File: src/hw/ram_pkg.sv
/*
 * shared widths, bus types and register offsets for the RAM subsystem
 * byte addresses throughout, the RAM and the registers are word wide
 * bit RAM_SEL_BIT of the top-level address picks the register block
 */
package ram_pkg;

   // ---------------------------------------------------------------------
   // bus types
   // ---------------------------------------------------------------------
   typedef logic [31:0] word_t;    // data word on bus and in registers
   typedef logic [3:0]  sel_t;     // one bit per byte lane
   typedef logic [16:0] ram_adr_t; // byte address inside 128 KiB
   typedef logic [17:0] bus_adr_t; // top-level byte address

   // one sleep request per RAM half, bit 0 is the half with adr[16] clear
   typedef logic [1:0]  sleep_t;

   // ---------------------------------------------------------------------
   // address map
   // ---------------------------------------------------------------------
   localparam int RAM_SEL_BIT = 17; // set -> register block

   // control register, bits 1:0 are the sleep requests
   localparam ram_adr_t REG_CTRL_OFS = 17'h0_0000;

   // status register
   //   bit 0    sticky error, write 1 to clear
   //   bits 2:1 mirror of the sleep bits
   localparam ram_adr_t REG_STAT_OFS = 17'h0_0004;

   // status bit positions
   localparam int STAT_ERR_BIT   = 0;
   localparam int STAT_SLEEP_LSB = 1;

endpackage
File: src/hw/ram_bus_if.sv
/*
 * one decoded strobe-level bus channel
 * master holds adr, dat_w, sel, we and stb until ack is seen
 * no back-pressure beyond ack, one access in flight at most
 */
`timescale 1ns/1ps

interface ram_bus_if;

   ram_pkg::ram_adr_t adr;   // byte address inside the target
   ram_pkg::word_t    dat_w; // write data
   ram_pkg::sel_t     sel;   // byte lanes
   logic              we;    // level, 1 = write
   logic              stb;   // level, access requested
   ram_pkg::word_t    dat_r; // read data, valid with ack
   logic              ack;   // access done this cycle

   // decoder side
   modport master (
      output adr,
      output dat_w,
      output sel,
      output we,
      output stb,
      input  dat_r,
      input  ack
   );

   // target side
   modport slave (
      input  adr,
      input  dat_w,
      input  sel,
      input  we,
      input  stb,
      output dat_r,
      output ack
   );

endinterface

File: src/hw/ram_ctrl_regs.sv
/*
 * control and status registers of the RAM subsystem
 * ack and read data are combinational, updates land on the ack edge
 * only the control and status words are mapped, the rest reads zero
 * writes use byte lane 0, the other lanes hold no bits
 */
`timescale 1ns/1ps

module ram_ctrl_regs (
   input  logic             CLK_I,
   input  logic             arst_n,
   ram_bus_if.slave         bus,
   input  logic             sleep_hit, // pulse from ram_a17
   output ram_pkg::sleep_t  sleep
);

   ram_pkg::sleep_t sleep_q; // control bits 1:0
   logic            err_q;   // sticky access error
   logic            hit_ctrl;
   logic            hit_stat;
   logic            wr_lane0; // write touching byte 0
   logic            err_clr;
   ram_pkg::word_t  ctrl_word;
   ram_pkg::word_t  stat_word;

   // ---------------------------------------------------------------------
   // decode, word address only
   // ---------------------------------------------------------------------
   assign hit_ctrl = (bus.adr[16:2] == ram_pkg::REG_CTRL_OFS[16:2]);
   assign hit_stat = (bus.adr[16:2] == ram_pkg::REG_STAT_OFS[16:2]);
   assign wr_lane0 = bus.stb & bus.we & bus.sel[0];

   // write 1 to clear
   assign err_clr = wr_lane0 & hit_stat & bus.dat_w[ram_pkg::STAT_ERR_BIT];

   // ---------------------------------------------------------------------
   // registers
   // ---------------------------------------------------------------------
   always_ff @(posedge CLK_I or negedge arst_n) begin
      if (!arst_n) begin
         sleep_q <= '0;
      end else if (wr_lane0 && hit_ctrl) begin
         sleep_q <= bus.dat_w[1:0];
      end
   end

   always_ff @(posedge CLK_I or negedge arst_n) begin
      if (!arst_n) begin
         err_q <= 1'b0;
      end else if (sleep_hit) begin
         err_q <= 1'b1; // set beats clear
      end else if (err_clr) begin
         err_q <= 1'b0;
      end
   end

   // ---------------------------------------------------------------------
   // read side
   // ---------------------------------------------------------------------
   always_comb begin
      ctrl_word      = '0;
      ctrl_word[1:0] = sleep_q;
   end

   always_comb begin
      stat_word = '0;
      stat_word[ram_pkg::STAT_ERR_BIT] = err_q;
      stat_word[ram_pkg::STAT_SLEEP_LSB +: 2] = sleep_q; // mirror
   end

   assign bus.dat_r = hit_ctrl ? ctrl_word :
                      hit_stat ? stat_word : '0; // unmapped reads zero

   assign bus.ack = bus.stb; // zero wait states
   assign sleep   = sleep_q;

endmodule

File: src/flat_wrapper.sv
// flat-port wrapper written by rule: the top's interface ports become plain ports
module ram_ctrl_regs_flat 
  (CLK_I, arst_n, sleep_hit, sleep, bus_adr, bus_dat_w, bus_sel, bus_we, bus_stb, bus_dat_r, bus_ack);
  ram_bus_if bus_i ();
  input  logic CLK_I;
  input  logic arst_n;
  input  logic sleep_hit;
  output ram_pkg::sleep_t sleep;
  input wire logic [$bits(bus_i.adr)-1:0] bus_adr;
  input wire logic [$bits(bus_i.dat_w)-1:0] bus_dat_w;
  input wire logic [$bits(bus_i.sel)-1:0] bus_sel;
  input wire logic [$bits(bus_i.we)-1:0] bus_we;
  input wire logic [$bits(bus_i.stb)-1:0] bus_stb;
  output wire logic [$bits(bus_i.dat_r)-1:0] bus_dat_r;
  output wire logic [$bits(bus_i.ack)-1:0] bus_ack;
  assign bus_i.adr = bus_adr;
  assign bus_i.dat_w = bus_dat_w;
  assign bus_i.sel = bus_sel;
  assign bus_i.we = bus_we;
  assign bus_i.stb = bus_stb;
  assign bus_dat_r = bus_i.dat_r;
  assign bus_ack = bus_i.ack;
  ram_ctrl_regs u_core (.CLK_I(CLK_I), .arst_n(arst_n), .bus(bus_i), .sleep_hit(sleep_hit), .sleep(sleep));
endmodule
File: config.mk
export PLATFORM = sky130hd
export DESIGN_NAME = ram_ctrl_regs_flat
export DESIGN_NICKNAME = d
export VERILOG_FILES = /design/src/hw/ram_pkg.sv /design/src/hw/ram_bus_if.sv /design/src/hw/ram_ctrl_regs.sv /design/src/flat_wrapper.sv
export SDC_FILE = /design/constraint.sdc
export NUM_CORES = 1
export LEC_CHECK = 0
export BUFFER_PORTS_ARGS = -buffer_cell sky130_fd_sc_hd__buf_2
export CAP_MARGIN = 0
export CORE_MARGIN = 2
export CORE_UTILIZATION = 21
export DETAILED_ROUTE_END_ITERATION = 10
export PLACE_DENSITY = 0.83
export SYNTH_ARGS = -nofsm -noshare
export SYNTH_HDL_FRONTEND = slang
export SYNTH_SLANG_ARGS = --single-unit
File: constraint.sdc
create_clock -name CLK_I -period 0.8 [get_ports CLK_I]
set_clock_uncertainty 0.15 [all_clocks]
set_input_delay 0.08 -clock CLK_I [delete_from_list [all_inputs] [get_ports CLK_I]]
set_output_delay 0.08 -clock CLK_I [all_outputs]
set_load 0.1 [all_outputs]
==> run metrics, run 1 <==
Final period util 1.69; Initial Util 0.220; setup slack after placement -0.727 ns; post-layout util 0.422; layout cells sized above 1 0.573; clk buf depth 2; r2r endpoint u_core.sleep[0]; internal power 0.430 mW; Pwr Density 1460 nW/um^2; crit start category flop; I/O Buffers 28; largest net degree at the start of global routing 6; die area 2390 sq um; violated checks hold timing, setup timing; commonest non-fill, non-tap cell in the layout conb_1; Worst R2R Setup Slack -0.39 ns; gr busiest metal met2; min Tclk post-route 1.36 ns; RePlAce Congestion 0.687; Initial DRT Pass Iterations 2; endpoints failing setup 8; Via density 3.48; # IOs 93; final setup margin -0.555 ns; met3 Use GR 0.0521; WHS -0.112 ns; clock share of power 0.231; hold buffers post-CTS 1; leak pwr 0.373 nW; Seq/Total Area, Yosys 0.178; Final Hold Viols 3; met2 GRT Util 0.146; critical path class flop to output port; die width 48.9 microns; max cap viols 0; worst-path fanout max 3; ANT nets after route 0; GR Overflow Total 0; CTS tree done; Final HPWL DP 925 microns; Worst Hold Class input pin to flop; Synth-to-Final Area Change 91.7%; CP arrival 1.13 ns; most frequent cells in the layout conb_1, buf_2, buf_6, buf_12, buf_4; Synth Area per Inst 8.13 sq um; # H-tree levels 1; Std-Cell Rows 16; # fillers 197; #FFs+latches synth 3; combinational share of power 0.640; TritonCTS Buffers 3; CTS Sinks 3; unrepaired setup endpoints after global routing true; initial antenna violation count 0; Net Sw Frac 0.637; Yosys cell types 13; drt wl/cell 9.17 microns; worst-skew pair later-pin latency 0.24 ns; fmax 738 MHz; status complete, but fails checks; Worst Hold End u_core.err_q; CTS root buffer clkbuf_4; final slew viol count 0; share of power burned in registers 0.129; Final nets 148; Routed WL 1.06 mm; vias in the first global route 379; min-delay src sleep_hit; Psw 0.754 mW; Final TNS setup -3.83 ns; first-pass GRT wire length 1.66 mm; number of DRC markers in iteration 0 4; Data required, critical path 0.57 ns; reg2reg start u_core.sleep[0]; Core Region 1920 sq um; met1 usage 0.0960; DR vias 404; Mapped Area 423 sq um; antenna diode count 0; synth warn 0; R2R cell count 2; die height 48.9 microns; clock-pin transition on the worst setup and hold timing paths 0.04 ns; hold depth 2; Post-Synthesis Cells 52; Worst VDD drop 0.534 mV; CP Capture Type output port; Crit. Startpoint u_core.sleep[0]; Overall Global Routing Usage 0.0931; DRC errors left 0
-- worst max-delay path, stage by stage, from the launching register on --
cell     delay [ns]
dfrtp_4        0.50
mux2i_4        0.18
nor2_4         0.05
buf_12         0.16
-- cell families after synthesis --
kind of cell / after synthesis / synth area share
other cells: 1 / 0.00887
simple gates: 13 / 0.163
flops: 3 / 0.178
mux: 4 / 0.101
compound gates: 1 / 0.0178
buf+inv: 30 / 0.533
-- cells in the mapped netlist (all sizes together) --
cell type | instances | area [sq um]
nand2b | 1 | 6.26
buf | 30 | 225
o31ai | 1 | 7.51
nor4 | 3 | 18.8
nor2 | 4 | 15.0
nor3 | 1 | 10.0
dfrtp | 3 | 75.1
nand3 | 1 | 5.00
mux2 | 2 | 22.5
nand4 | 1 | 6.26
mux2i | 2 | 20.0
conb | 1 | 3.75
nand2 | 2 | 7.51
-- what timing repair did --
item,4_1_cts,5_1_grt
setup buffers,1,0
resized for setup,15,0
pin swaps,2,2
endpoints found under the hold margin,6,3
endpoints found under the setup margin,8,8
-- final cells by class --
class / instances / area (sq um) / area share
multi-input combinational: 47 / 348 / 0.429
timing repair buffer: 35 / 320 / 0.395
sequential: 3 / 82.6 / 0.102
clock buffer: 4 / 26.3 / 0.0324
tap: 27 / 33.8 / 0.0417
-- flip-flops by register name, summed over array words and instances, names as in the netlist --
name          count
u_core.err_q      1
u_core.sleep      2
-- metrics by stage --
step,hold WS [ns],total power [mW],std cells,area (sq um)
CTS,-0.110,1.18,116,811
global route,-0.104,1.22,116,811
global placement,-0.274,0.872,110,674
detailed placement,-0.265,0.876,110,674
finish,-0.112,1.18,116,811
floorplan,-0.366,0.896,80,598
-- worst max path at each step --
stage	endpoint	cells past startpoint	slack [ns]
3_3_place_gp	u_core.sleep[0]	5	-0.68
4_1_cts	bus_dat_r[1]	3	-0.57
3_5_place_dp	u_core.sleep[1]	5	-0.73
6_report	bus_dat_r[0]	3	-0.56
5_1_grt	bus_dat_r[1]	3	-0.59
2_1_floorplan	u_core.sleep[0]	4	-0.79
-- per-layer routing --
layer / wire [microns] / share of wire / vias to the layer above
met5: 0 / 0 / -
met4: 19 / 0.018 / 0
met3: 217 / 0.20 / 3
met2: 467 / 0.44 / 46
met1: 360 / 0.34 / 170
li1: - / - / 185
-- power by group through the flow --
| stage | Combinational [mW] | Sequential [mW] | Clock [mW] |
|---|---|---|---|
| 2_1_floorplan | 0.741 | 0.155 | 0 |
| 3_3_place_gp | 0.718 | 0.155 | 0 |
| 3_5_place_dp | 0.721 | 0.155 | 0 |
| 4_1_cts | 0.756 | 0.153 | 0.276 |
| 5_1_grt | 0.774 | 0.152 | 0.294 |
| 6_report | 0.757 | 0.153 | 0.274 |
Power figures use the tool's default switching activity.
==> run 2: changes to the inputs <==
--- a/config.mk
+++ b/config.mk
@@ -11,6 +11,7 @@
 export CORE_UTILIZATION = 21
 export DETAILED_ROUTE_END_ITERATION = 10
 export PLACE_DENSITY = 0.83
+export SETUP_SLACK_MARGIN = 0.3
 export SYNTH_ARGS = -nofsm -noshare
 export SYNTH_HDL_FRONTEND = slang
 export SYNTH_SLANG_ARGS = --single-unit
==> run 2 against run 1 <==
  * The run still ends with hold timing, setup timing left
  * Register-to-register slack about the same
  * Sequential cell count is the same
  * Cell count rose by 0.86%
  * Design area up 2.3%
  * Fmax decreased by 0.15%
  * Via count decreased by 2.0%
  * Clock power is 4% lower
  * Largest power group unchanged
==> run metrics, run 2 (synthesized netlist as in run 1, its figures left out) <==
status complete, but fails checks; violated checks hold timing, setup timing; Final period util 1.70; min Tclk post-route 1.36 ns; Std-Cell Rows 16; Overall Global Routing Usage 0.100; I/O Buffers 28; GR Overflow Total 0; worst-path fanout max 3; CP arrival 1.13 ns; Synth-to-Final Area Change 96.2%; layout cells sized above 1 0.578; leak pwr 0.381 nW; Initial Util 0.220; die area 2390 sq um; most frequent cells in the layout conb_1, buf_2, buf_6; Critical Path, Cell by Cell mux2i_4 > nor2_4 > buf_12; Slowest Stage Delay on Critical Path 0.50 ns; WP buf/inv 1; endpoints failing setup 8; max FFs per register 2; uppermost layer routed met3; Worst VDD drop 0.697 mV; Routed WL 1.14 mm; Final nets 149; number of DRC markers in iteration 0 0; Data required, critical path 0.57 ns; hold buffers post-CTS 1; DR WL met3 122 microns; CTS tree done; critical path class flop to output port; ANT nets after route 0; final slew viol count 0; slowest CP cell dfrtp_4; Worst Hold Class input pin to flop; crit start category flop; # IOs 93; TritonCTS Buffers 3; DR vias 396; met2 wire len 583 microns; CTS root buffer clkbuf_4; post-layout util 0.432; drt wl/cell 9.70 microns; Post-Layout Cell Count 117; Initial DRT Pass Iterations 1; final setup margin -0.557 ns; unrepaired setup endpoints after global routing true; clock-pin transition on the worst setup and hold timing paths 0.04 ns; Via density 3.38; CP Capture Type output port; Core Region 1920 sq um; fmax 737 MHz; initial antenna violation count 0; DRC errors left 0; # H-tree levels 1; CTS Sinks 3; Pwr Density 1420 nW/um^2; die width 48.9 microns; antenna diode count 0; RePlAce Congestion 0.639; Top Family by Delay on Critical Path flip-flops; wire length on met1 429 microns; WHS -0.113 ns; largest net degree at the start of global routing 6; dpl cells 110; clk buf depth 2; Final HPWL DP 852 microns; die height 48.9 microns; Final Hold Viols 3; first-pass GRT wire length 1.81 mm; vias in the first global route 411; max cap viols 0; commonest non-fill, non-tap cell in the layout conb_1; worst-skew pair later-pin latency 0.23 ns
## run 2: cell count changes in the layout (fill, tap and decap cells not counted)
cell,delta
buf_6,+3
buf_4,-2
## run 2: path summary, 6_finish.rpt
path,cells past startpoint,slack [ns],startpoint,endpoint
min reg2reg,2,0.47,u_core.err_q,u_core.err_q
max,3,-0.56,u_core.sleep[0],bus_dat_r[0]
min,2,-0.11,sleep_hit,u_core.err_q
max reg2reg,2,-0.39,u_core.sleep[0],u_core.sleep[0]
max in group asynchronous,2,0.35,arst_n,u_core.sleep[1]
min in group asynchronous,2,0.02,arst_n,u_core.sleep[0]
## run 2: layout make-up
cell class,instances,area [sq um]
timing repair buffer,36,339
multi-input combinational,47,348
fill,202,1090
clock buffer,4,26.3
sequential,3,82.6
tap,27,33.8
## run 2: worst register-to-register path, cell delays in order, from the launching register on
cell	delay, ns
dfrtp_4	0.50
buf_4	0.16
mux2_4	0.26
## run 2: where the power goes
part,leakage [nW],total (mW),switching [mW],internal (mW)
clock,0.0150,0.263,0.0760,0.187
sequential,0.0327,0.153,0.0000350,0.153
combinational,0.334,0.761,0.669,0.0918
## run 2: layer usage
layer | vias to the layer above | GRT usage
li1 | 187 | -
met3 | 0 | 0.0276
met2 | 37 | 0.178
met5 | - | 0
met1 | 172 | 0.106
met4 | 0 | 0.0571
## run 2: what timing repair did
| item | in CTS | in global routing |
|---|---|---|
| pin swaps | 6 | 5 |
| gates resized for setup | 15 | 4 |
| hold endpoints to repair | 6 | 3 |
| setup endpoints to repair | 9 | 9 |
| buffers inserted | 1 | 1 |
## run 2: through the flow
step | worst slack [ns] | setup TNS [ns] | cell area (sq um) | power, mW
global placement | -0.667 | -3.99 | 674 | 0.871
detailed placement | -0.730 | -4.28 | 674 | 0.875
floorplan | -0.785 | -4.31 | 606 | 0.900
global route | -0.595 | -4.36 | 830 | 1.22
CTS | -0.563 | -3.99 | 806 | 1.18
finish | -0.557 | -4.04 | 830 | 1.18
