<file path="src/hw/ram_pkg.sv">
/*
 * shared widths, bus types and register offsets for the RAM subsystem
 * byte addresses throughout, the RAM and the registers are word wide
 * bit RAM_SEL_BIT of the top-level address picks the register block
 */
package ram_pkg;

   // ---------------------------------------------------------------------
   // bus types
   // ---------------------------------------------------------------------
   typedef logic [31:0] word_t;    // data word on bus and in registers
   typedef logic [3:0]  sel_t;     // one bit per byte lane
   typedef logic [16:0] ram_adr_t; // byte address inside 128 KiB
   typedef logic [17:0] bus_adr_t; // top-level byte address

   // one sleep request per RAM half, bit 0 is the half with adr[16] clear
   typedef logic [1:0]  sleep_t;

   // ---------------------------------------------------------------------
   // address map
   // ---------------------------------------------------------------------
   localparam int RAM_SEL_BIT = 17; // set -> register block

   // control register, bits 1:0 are the sleep requests
   localparam ram_adr_t REG_CTRL_OFS = 17'h0_0000;

   // status register
   //   bit 0    sticky error, write 1 to clear
   //   bits 2:1 mirror of the sleep bits
   localparam ram_adr_t REG_STAT_OFS = 17'h0_0004;

   // status bit positions
   localparam int STAT_ERR_BIT   = 0;
   localparam int STAT_SLEEP_LSB = 1;

endpackage
</file>
<file path="src/hw/ram_bus_if.sv">
/*
 * one decoded strobe-level bus channel
 * master holds adr, dat_w, sel, we and stb until ack is seen
 * no back-pressure beyond ack, one access in flight at most
 */
`timescale 1ns/1ps

interface ram_bus_if;

   ram_pkg::ram_adr_t adr;   // byte address inside the target
   ram_pkg::word_t    dat_w; // write data
   ram_pkg::sel_t     sel;   // byte lanes
   logic              we;    // level, 1 = write
   logic              stb;   // level, access requested
   ram_pkg::word_t    dat_r; // read data, valid with ack
   logic              ack;   // access done this cycle

   // decoder side
   modport master (
      output adr,
      output dat_w,
      output sel,
      output we,
      output stb,
      input  dat_r,
      input  ack
   );

   // target side
   modport slave (
      input  adr,
      input  dat_w,
      input  sel,
      input  we,
      input  stb,
      output dat_r,
      output ack
   );

endinterface

</file>
<file path="src/hw/ram_bus_decoder.sv">
/*
 * splits the top-level bus into RAM and register channels
 * adr bit RAM_SEL_BIT set selects the registers
 * response comes from the addressed channel, data is zero without ack
 */
`timescale 1ns/1ps

module ram_bus_decoder (
   input  ram_pkg::bus_adr_t ADR_I,
   input  ram_pkg::word_t    DAT_I,
   input  ram_pkg::sel_t     SEL_I,
   input  logic              WE_I,
   input  logic              STB_I,
   output ram_pkg::word_t    DAT_O,
   output logic              ACK_O,
   ram_bus_if.master         ram_ch,
   ram_bus_if.master         reg_ch
);

   logic reg_sel; // 1 = register block addressed

   assign reg_sel = ADR_I[ram_pkg::RAM_SEL_BIT];

   // ---------------------------------------------------------------------
   // request fan-out
   // ---------------------------------------------------------------------
   assign ram_ch.adr   = ADR_I[ram_pkg::RAM_SEL_BIT-1:0];
   assign ram_ch.dat_w = DAT_I;
   assign ram_ch.sel   = SEL_I;
   assign ram_ch.we    = WE_I;
   assign ram_ch.stb   = STB_I & ~reg_sel; // strobe goes to one side

   assign reg_ch.adr   = ADR_I[ram_pkg::RAM_SEL_BIT-1:0];
   assign reg_ch.dat_w = DAT_I;
   assign reg_ch.sel   = SEL_I;
   assign reg_ch.we    = WE_I;
   assign reg_ch.stb   = STB_I & reg_sel;

   // ---------------------------------------------------------------------
   // response merge
   // ---------------------------------------------------------------------
   assign ACK_O = reg_sel ? reg_ch.ack : ram_ch.ack;

   always_comb begin
      if (reg_sel && reg_ch.ack) begin
         DAT_O = reg_ch.dat_r;
      end else if (!reg_sel && ram_ch.ack) begin
         DAT_O = ram_ch.dat_r;
      end else begin
         DAT_O = '0; // idle bus reads zero
      end
   end

endmodule

</file>
<file path="src/flat_wrapper.sv">
// flat-port wrapper written by rule: the top's interface ports become plain ports
module ram_bus_decoder_flat 
  (ADR_I, DAT_I, SEL_I, WE_I, STB_I, DAT_O, ACK_O, ram_ch_adr, ram_ch_dat_w, ram_ch_sel, ram_ch_we, ram_ch_stb, ram_ch_dat_r, ram_ch_ack, reg_ch_adr, reg_ch_dat_w, reg_ch_sel, reg_ch_we, reg_ch_stb, reg_ch_dat_r, reg_ch_ack);
  ram_bus_if ram_ch_i ();
  ram_bus_if reg_ch_i ();
  input  ram_pkg::bus_adr_t ADR_I;
  input  ram_pkg::word_t DAT_I;
  input  ram_pkg::sel_t SEL_I;
  input  logic WE_I;
  input  logic STB_I;
  output ram_pkg::word_t DAT_O;
  output logic ACK_O;
  output wire logic [$bits(ram_ch_i.adr)-1:0] ram_ch_adr;
  output wire logic [$bits(ram_ch_i.dat_w)-1:0] ram_ch_dat_w;
  output wire logic [$bits(ram_ch_i.sel)-1:0] ram_ch_sel;
  output wire logic [$bits(ram_ch_i.we)-1:0] ram_ch_we;
  output wire logic [$bits(ram_ch_i.stb)-1:0] ram_ch_stb;
  input wire logic [$bits(ram_ch_i.dat_r)-1:0] ram_ch_dat_r;
  input wire logic [$bits(ram_ch_i.ack)-1:0] ram_ch_ack;
  output wire logic [$bits(reg_ch_i.adr)-1:0] reg_ch_adr;
  output wire logic [$bits(reg_ch_i.dat_w)-1:0] reg_ch_dat_w;
  output wire logic [$bits(reg_ch_i.sel)-1:0] reg_ch_sel;
  output wire logic [$bits(reg_ch_i.we)-1:0] reg_ch_we;
  output wire logic [$bits(reg_ch_i.stb)-1:0] reg_ch_stb;
  input wire logic [$bits(reg_ch_i.dat_r)-1:0] reg_ch_dat_r;
  input wire logic [$bits(reg_ch_i.ack)-1:0] reg_ch_ack;
  assign ram_ch_adr = ram_ch_i.adr;
  assign ram_ch_dat_w = ram_ch_i.dat_w;
  assign ram_ch_sel = ram_ch_i.sel;
  assign ram_ch_we = ram_ch_i.we;
  assign ram_ch_stb = ram_ch_i.stb;
  assign ram_ch_i.dat_r = ram_ch_dat_r;
  assign ram_ch_i.ack = ram_ch_ack;
  assign reg_ch_adr = reg_ch_i.adr;
  assign reg_ch_dat_w = reg_ch_i.dat_w;
  assign reg_ch_sel = reg_ch_i.sel;
  assign reg_ch_we = reg_ch_i.we;
  assign reg_ch_stb = reg_ch_i.stb;
  assign reg_ch_i.dat_r = reg_ch_dat_r;
  assign reg_ch_i.ack = reg_ch_ack;
  ram_bus_decoder u_core (.ADR_I(ADR_I), .DAT_I(DAT_I), .SEL_I(SEL_I), .WE_I(WE_I), .STB_I(STB_I), .DAT_O(DAT_O), .ACK_O(ACK_O), .ram_ch(ram_ch_i), .reg_ch(reg_ch_i));
endmodule
</file>
<file path="config.mk">
export PLATFORM = sky130hd
export DESIGN_NAME = ram_bus_decoder_flat
export DESIGN_NICKNAME = d
export VERILOG_FILES = /design/src/hw/ram_pkg.sv /design/src/hw/ram_bus_if.sv /design/src/hw/ram_bus_decoder.sv /design/src/flat_wrapper.sv
export SDC_FILE = /design/constraint.sdc
export NUM_CORES = 1
export LEC_CHECK = 0
export BUFFER_PORTS_ARGS = -buffer_cell sky130_fd_sc_hd__clkbuf_2
export CORE_AREA = 8 8 97 99
export DETAILED_ROUTE_END_ITERATION = 6
export DIE_AREA = 0 0 105 107
export SYNTH_ARGS = -nofsm -noshare
export SYNTH_HDL_FRONTEND = slang
export SYNTH_SLANG_ARGS = --single-unit
</file>
<file path="constraint.sdc">
create_clock -name vclk -period 1.2
set_input_delay 0.18 -clock vclk [all_inputs]
set_output_delay 0.18 -clock vclk [all_outputs]
set_load 0.02 [all_outputs]
</file>
==> results.py, run 1 <==
metrics = {
    "worst_setup_path": {
        "end_kind": "output port",
        "crit_type": "in -> out",
        "cp_max_fo": 23,
        "start_kind": "input pin",
        "cp_data_arrival_time_ns": 0.98,
        "cp_data_required_time_ns": 1.02,
    },
    "detailed_routing": {
        "finalWirelength_mm": 4.373,
        "drtAntennaViolNets": 0,
        "drc": 0,
        "route.detailed.wl_per_inst_um": 15.56,
        "drtIter0Drc": 59,
        "vias": 1076,
        "detail_route.vias_per_cell": 3.829,
        "drt_first_pass_iters": 2,
    },
    "global_routing": {
        "grt_pass1_wl_mm": 6.230,
        "antenna_found_initial": 0,
        "grt_pass1_vias": 1087,
        "grt_max_degree": 28,
        "overflow": 0,
        "track_usage_pct": 6.685,
    },
    "die": {
        "initial_core_util_pct": 16.60,
        "core_um2": 7928,
        "die_h_um": 107,
        "die_x_um": 105,
        "rows": 33,
        "die-area_um2": 11240,
        "io_pins": 265,
    },
    "synthesis": {
        "syn-cell-area_um2": 1316,
        "syn_area_per_cell_um2": 7.077,
        "yosys_warnings": 0,
        "synthCells": 186,
        "syn_nets": 308,
        "seq_area_frac_synth_pct": 0,
        "yosysUniqueCellTypes": 10,
    },
    "placed_design": {
        "dp_hpwl_mm": 3.843,
        "port_buffers": 103,
        "gp_congestion": 0.8147,
    },
    "cells_and_area": {
        "num-clock-buffers": 0,
        "postLayoutCoreUtil_pct": 14.49,
        "seqCellArea_um2": 0,
        "area_growth_pct": -12.74,
        "drive_gt1_share_pct": 63.07,
        "nFlopsAndLatches": 0,
        "fin_nets": 300,
        "fillers": 919,
        "antennaDiodeCount": 0,
    },
    "power": {
        "ir_drop_v": 0.00007094,
        "power_density_nw_per_um2": 402.5,
        "leakagePower_uw": 0.0006173,
    },
    "status": {
        "status": "finished, final reports clean",
    },
    "min_path": {
        "hold_path_depth": 0,
        "hold_class": "in -> out",
    },
    "sta": {
        "worst_pin_slew_ns": 0.2034,
        "fmax_ghz": 0.8619,
        "fin_crit_sh_pct": 96.69,
        "hold_violations": 0,
        "finalCriticalPeriod_ns": 1.160,
        "tns_ns": 0,
        "rsz0062_at_grt": "no",
        "slew_headroom_pct": 86.44,
        "slew_violations": 0,
        "setup_viol": 0,
    },
    "cts": {
        "postCtsSetupBuffers": 0,
    },
    "run": {
        "max_cap_viol_count": 0,
    },
}
==> path summary, 6_finish.rpt <==
path | startpoint | end | slack [ns]
setup / recovery | ADR_I[17] | DAT_O[27] | 0.04
hold / removal | DAT_I[9] | reg_ch_dat_w[9] | 0.36
==> where the power goes <==
group,switching (uW),internal [uW]
registers,0,0
logic,257,205
clock network,0,0
total,257,205
==> cell usage in the layout, fill, tap and decap left out, types with 2 or more instances in the layout <==
cell	Yosys	layout
buf_4	108	5
nand2_1	30	30
clkbuf_2	0	92
buf_2	0	10
a22o_1	2	2
o2bb2ai_1	30	30
buf_12	0	2
==> timing repair <==
| item | 4_1_cts | 5_1_grt |
|---|---|---|
| gates resized for setup | 0 | 13 |
| hold buffers | 0 | 0 |
| setup endpoints to repair | 0 | 14 |
==> cell type report <==
| class | instances | area, um^2 | share of cell area [%] |
|---|---|---|---|
| Multi-Input combinational cell | 67 | 429.2 | 37.36 |
| Tap cell | 105 | 131.4 | 11.44 |
| Timing Repair Buffer | 109 | 588.1 | 51.20 |
==> logic make-up (layout without fill, tap and decap cells) <==
kind of cell	after synthesis	count (layout)	synth area share, %
buf+inv	119	109	67.59
compound gates	32	32	21.29
simple gates	35	35	11.12
==> layer usage <==
| metal | routed length [um] | vias up | GRT usage [%] | part of all wire (%) |
|---|---|---|---|---|
| li1 | - | 487 | - | - |
| met3 | 661 | 51 | 3.599 | 15 |
| met4 | 359 | 0 | 5.810 | 8.2 |
| met1 | 1295 | 444 | 5.418 | 30 |
| met5 | 0 | - | 0 | 0 |
| met2 | 2057 | 94 | 11.72 | 47 |
==> cells in the mapped netlist <==
| library cell | number | area, um^2 |
|---|---|---|
| o2bb2ai_1 | 30 | 262.8 |
| buf_6 | 5 | 56.30 |
| nand2_1 | 30 | 112.6 |
| buf_4 | 108 | 810.8 |
| or2_1 | 1 | 6.260 |
| and2_1 | 1 | 6.260 |
| a22o_1 | 2 | 17.52 |
| nor2b_1 | 2 | 12.51 |
| and2_4 | 1 | 8.760 |
| clkbuf_1 | 6 | 22.52 |
==> critical path, stage by stage <==
cell	delay (ns)
clkbuf_2	0.12
and2_4	0.19
buf_12	0.16
o2bb2ai_1	0.13
clkbuf_2	0.19
==> stage by stage <==
stage	worst slack [ns]	power [uW]	hold slack, ns	cells	cell area, um^2
after floorplan	0.1432	771.1	0.4726	186	1316
after global placement	0.03087	461.3	0.3602	281	1144
after detailed placement	0.01845	467.6	0.3602	281	1144
after CTS	0.01644	469.1	0.3602	281	1144
after global routing	0.0005455	501.7	0.3600	281	1149
final	0.03973	462.3	0.3600	281	1149
Note: power is estimated with default switching activity, not from simulation.
==> inputs of run 2 (changes only) <==
--- a/config.mk
+++ b/config.mk
@@ -9,6 +9,8 @@
 export CORE_AREA = 8 8 97 99
 export DETAILED_ROUTE_END_ITERATION = 6
 export DIE_AREA = 0 0 105 107
+export SETUP_SLACK_MARGIN = 0.2
 export SYNTH_ARGS = -nofsm -noshare
 export SYNTH_HDL_FRONTEND = slang
 export SYNTH_SLANG_ARGS = --single-unit
+export TNS_END_PERCENT = 30
==> run 2 against run 1 <==
  * Die area did not move
  * Global-route usage grew 1.8 points
  * Sequential share of layout area unchanged
  * Worst hold slack hardly changed
  * Core utilization rose by 11 points
  * Power is 84% higher
  * Critical path depth unchanged
  * Sequential cell count did not move
  * Clock-buffer cell count did not move
  * First-iteration DRC count decreased by 37%
==> results.py, run 2 (synthesis results as in run 1) <==
metrics = {
    "cells_and_area": {
        "final_common_cell": "clkbuf_2",
        "postLayoutCoreUtil_pct": 25.98,
        "final_cells": 287,
        "num-clock-buffers": 0,
        "fin_nets": 306,
        "antennaDiodeCount": 0,
        "nFlopsAndLatches": 0,
        "fin_area_um2": 2059,
        "area_growth_pct": 56.46,
        "drive_gt1_share_pct": 80.77,
        "layout_common_cells": "67 x clkbuf_2, 30 x nand2_1, 21 x o2bb2ai_4, 19 x buf_8, 15 x clkbuf_8",
        "fillers": 845,
        "seqCellArea_um2": 0,
    },
    "worst_setup_path": {
        "cp_max_fo": 5,
        "crit_type": "in -> out",
        "cp_data_required_time_ns": 1.02,
        "end_kind": "output port",
        "cp_data_arrival_time_ns": 1.02,
        "start_kind": "input pin",
    },
    "detailed_routing": {
        "vias": 1151,
        "drtAntennaViolNets": 0,
        "drtIter0Drc": 37,
        "detail_route.vias_per_cell": 4.010,
        "drt_first_pass_iters": 4,
        "finalWirelength_mm": 5.736,
        "drc": 0,
        "route.detailed.wl_per_inst_um": 19.99,
    },
    "power": {
        "swShare_pct": 46.31,
        "ir_drop_v": 0.0001498,
        "power_density_nw_per_um2": 413.8,
        "combPwrFrac_pct": 100.0,
        "pwr-share-seq_pct": 0,
        "p_switching_uw": 394.7,
        "leakagePower_uw": 0.0008858,
        "p_int_uw": 457.5,
        "clockPowerShare_pct": 0,
    },
    "global_routing": {
        "overflow": 0,
        "antenna_found_initial": 0,
        "track_usage_pct": 8.485,
        "grt_pass1_vias": 1366,
        "grt_pass1_wl_mm": 7.631,
        "grt_max_degree": 22,
    },
    "min_path": {
        "min_to": "ram_ch_dat_w[16]",
        "min_from": "DAT_I[16]",
        "hold_class": "in -> out",
        "hold_path_depth": 0,
    },
    "status": {
        "status": "finished, final reports clean",
    },
    "die": {
        "core_um2": 7928,
        "rows": 33,
        "die_h_um": 107,
        "die-area_um2": 11240,
        "die_x_um": 105,
        "io_pins": 265,
        "initial_core_util_pct": 16.60,
    },
    "placed_design": {
        "gp_congestion": 0.7100,
        "place_area_um2": 1371,
        "dp_cells": 283,
        "port_buffers": 103,
        "dp_hpwl_mm": 4.356,
    },
    "cts": {
        "hold_buffers": 0,
    },
    "sta": {
        "finalCriticalPeriod_ns": 1.199,
        "fmax_ghz": 0.8338,
        "worst_pin_slew_ns": 0.5120,
        "fin_crit_sh_pct": 99.94,
        "hold_violations": 0,
        "tns_ns": 0,
        "slew_headroom_pct": 65.87,
        "rsz0062_at_grt": "yes",
        "slew_violations": 0,
        "setup_viol": 0,
    },
    "run": {
        "max_cap_viol_count": 0,
    },
}
run 2: changes by cell type in the layout (fill, tap and decap cells not counted), sizes merged:
cell    change
buf        +14
clkbuf      -8
run 2: layout make-up:
class | instances | area, um^2 | share of cell area, %
multi-input combinational | 67 | 879.6 | 42.71
timing repair buffer | 115 | 1049 | 50.91
tap | 105 | 131.4 | 6.379
run 2: metal layers:
metal	wire, um	vias up	track usage [%]
met5	0	-	0
met4	515	0	8.053
met3	821	56	5.519
met2	2759	98	14.34
met1	1640	501	6.501
li1	-	496	-
run 2: critical path: stages:
cell,delay [ns]
buf_8,0.10
and2_4,0.21
buf_6,0.13
or2_1,0.23
clkbuf_8,0.16
run 2: power groups by stage:
stage | Clock (uW) | Combinational, uW | Sequential [uW]
floorplan | 0 | 830 | 0
global placement | 0 | 551 | 0
detailed placement | 0 | 563 | 0
CTS | 0 | 748 | 0
global route | 0 | 898 | 0
finish | 0 | 852 | 0
run 2: timing repair:
action | in CTS | in global routing
gates resized for setup | 78 | 37
pin swaps | 11 | 16
endpoints found under the setup margin | 33 | 33
cloned | 1 | 2
buffers inserted | 1 | 0
run 2: worst max path at each step:
stage / start / to / slack (ns)
2_1_floorplan: ADR_I[17] / DAT_O[0] / 0.17
4_1_cts: ADR_I[17] / ACK_O / 0.005
3_5_place_dp: ADR_I[17] / DAT_O[21] / -0.02
5_1_grt: ADR_I[17] / ACK_O / -0.01
3_3_place_gp: ADR_I[17] / DAT_O[21] / 0.01
6_report: ADR_I[17] / ACK_O / 0.0007
run 2: through the flow:
| stage | setup WS (ns) | power, uW | hold slack [ns] |
|---|---|---|---|
| 3_5_place_dp | -0.01805 | 563.0 | 0.3602 |
| 6_report | 0.0006785 | 852.2 | 0.3600 |
| 5_1_grt | -0.01278 | 898.0 | 0.3600 |
| 3_3_place_gp | 0.01157 | 550.6 | 0.3602 |
| 4_1_cts | 0.004792 | 748.0 | 0.3602 |
| 2_1_floorplan | 0.1735 | 830.0 | 0.4726 |
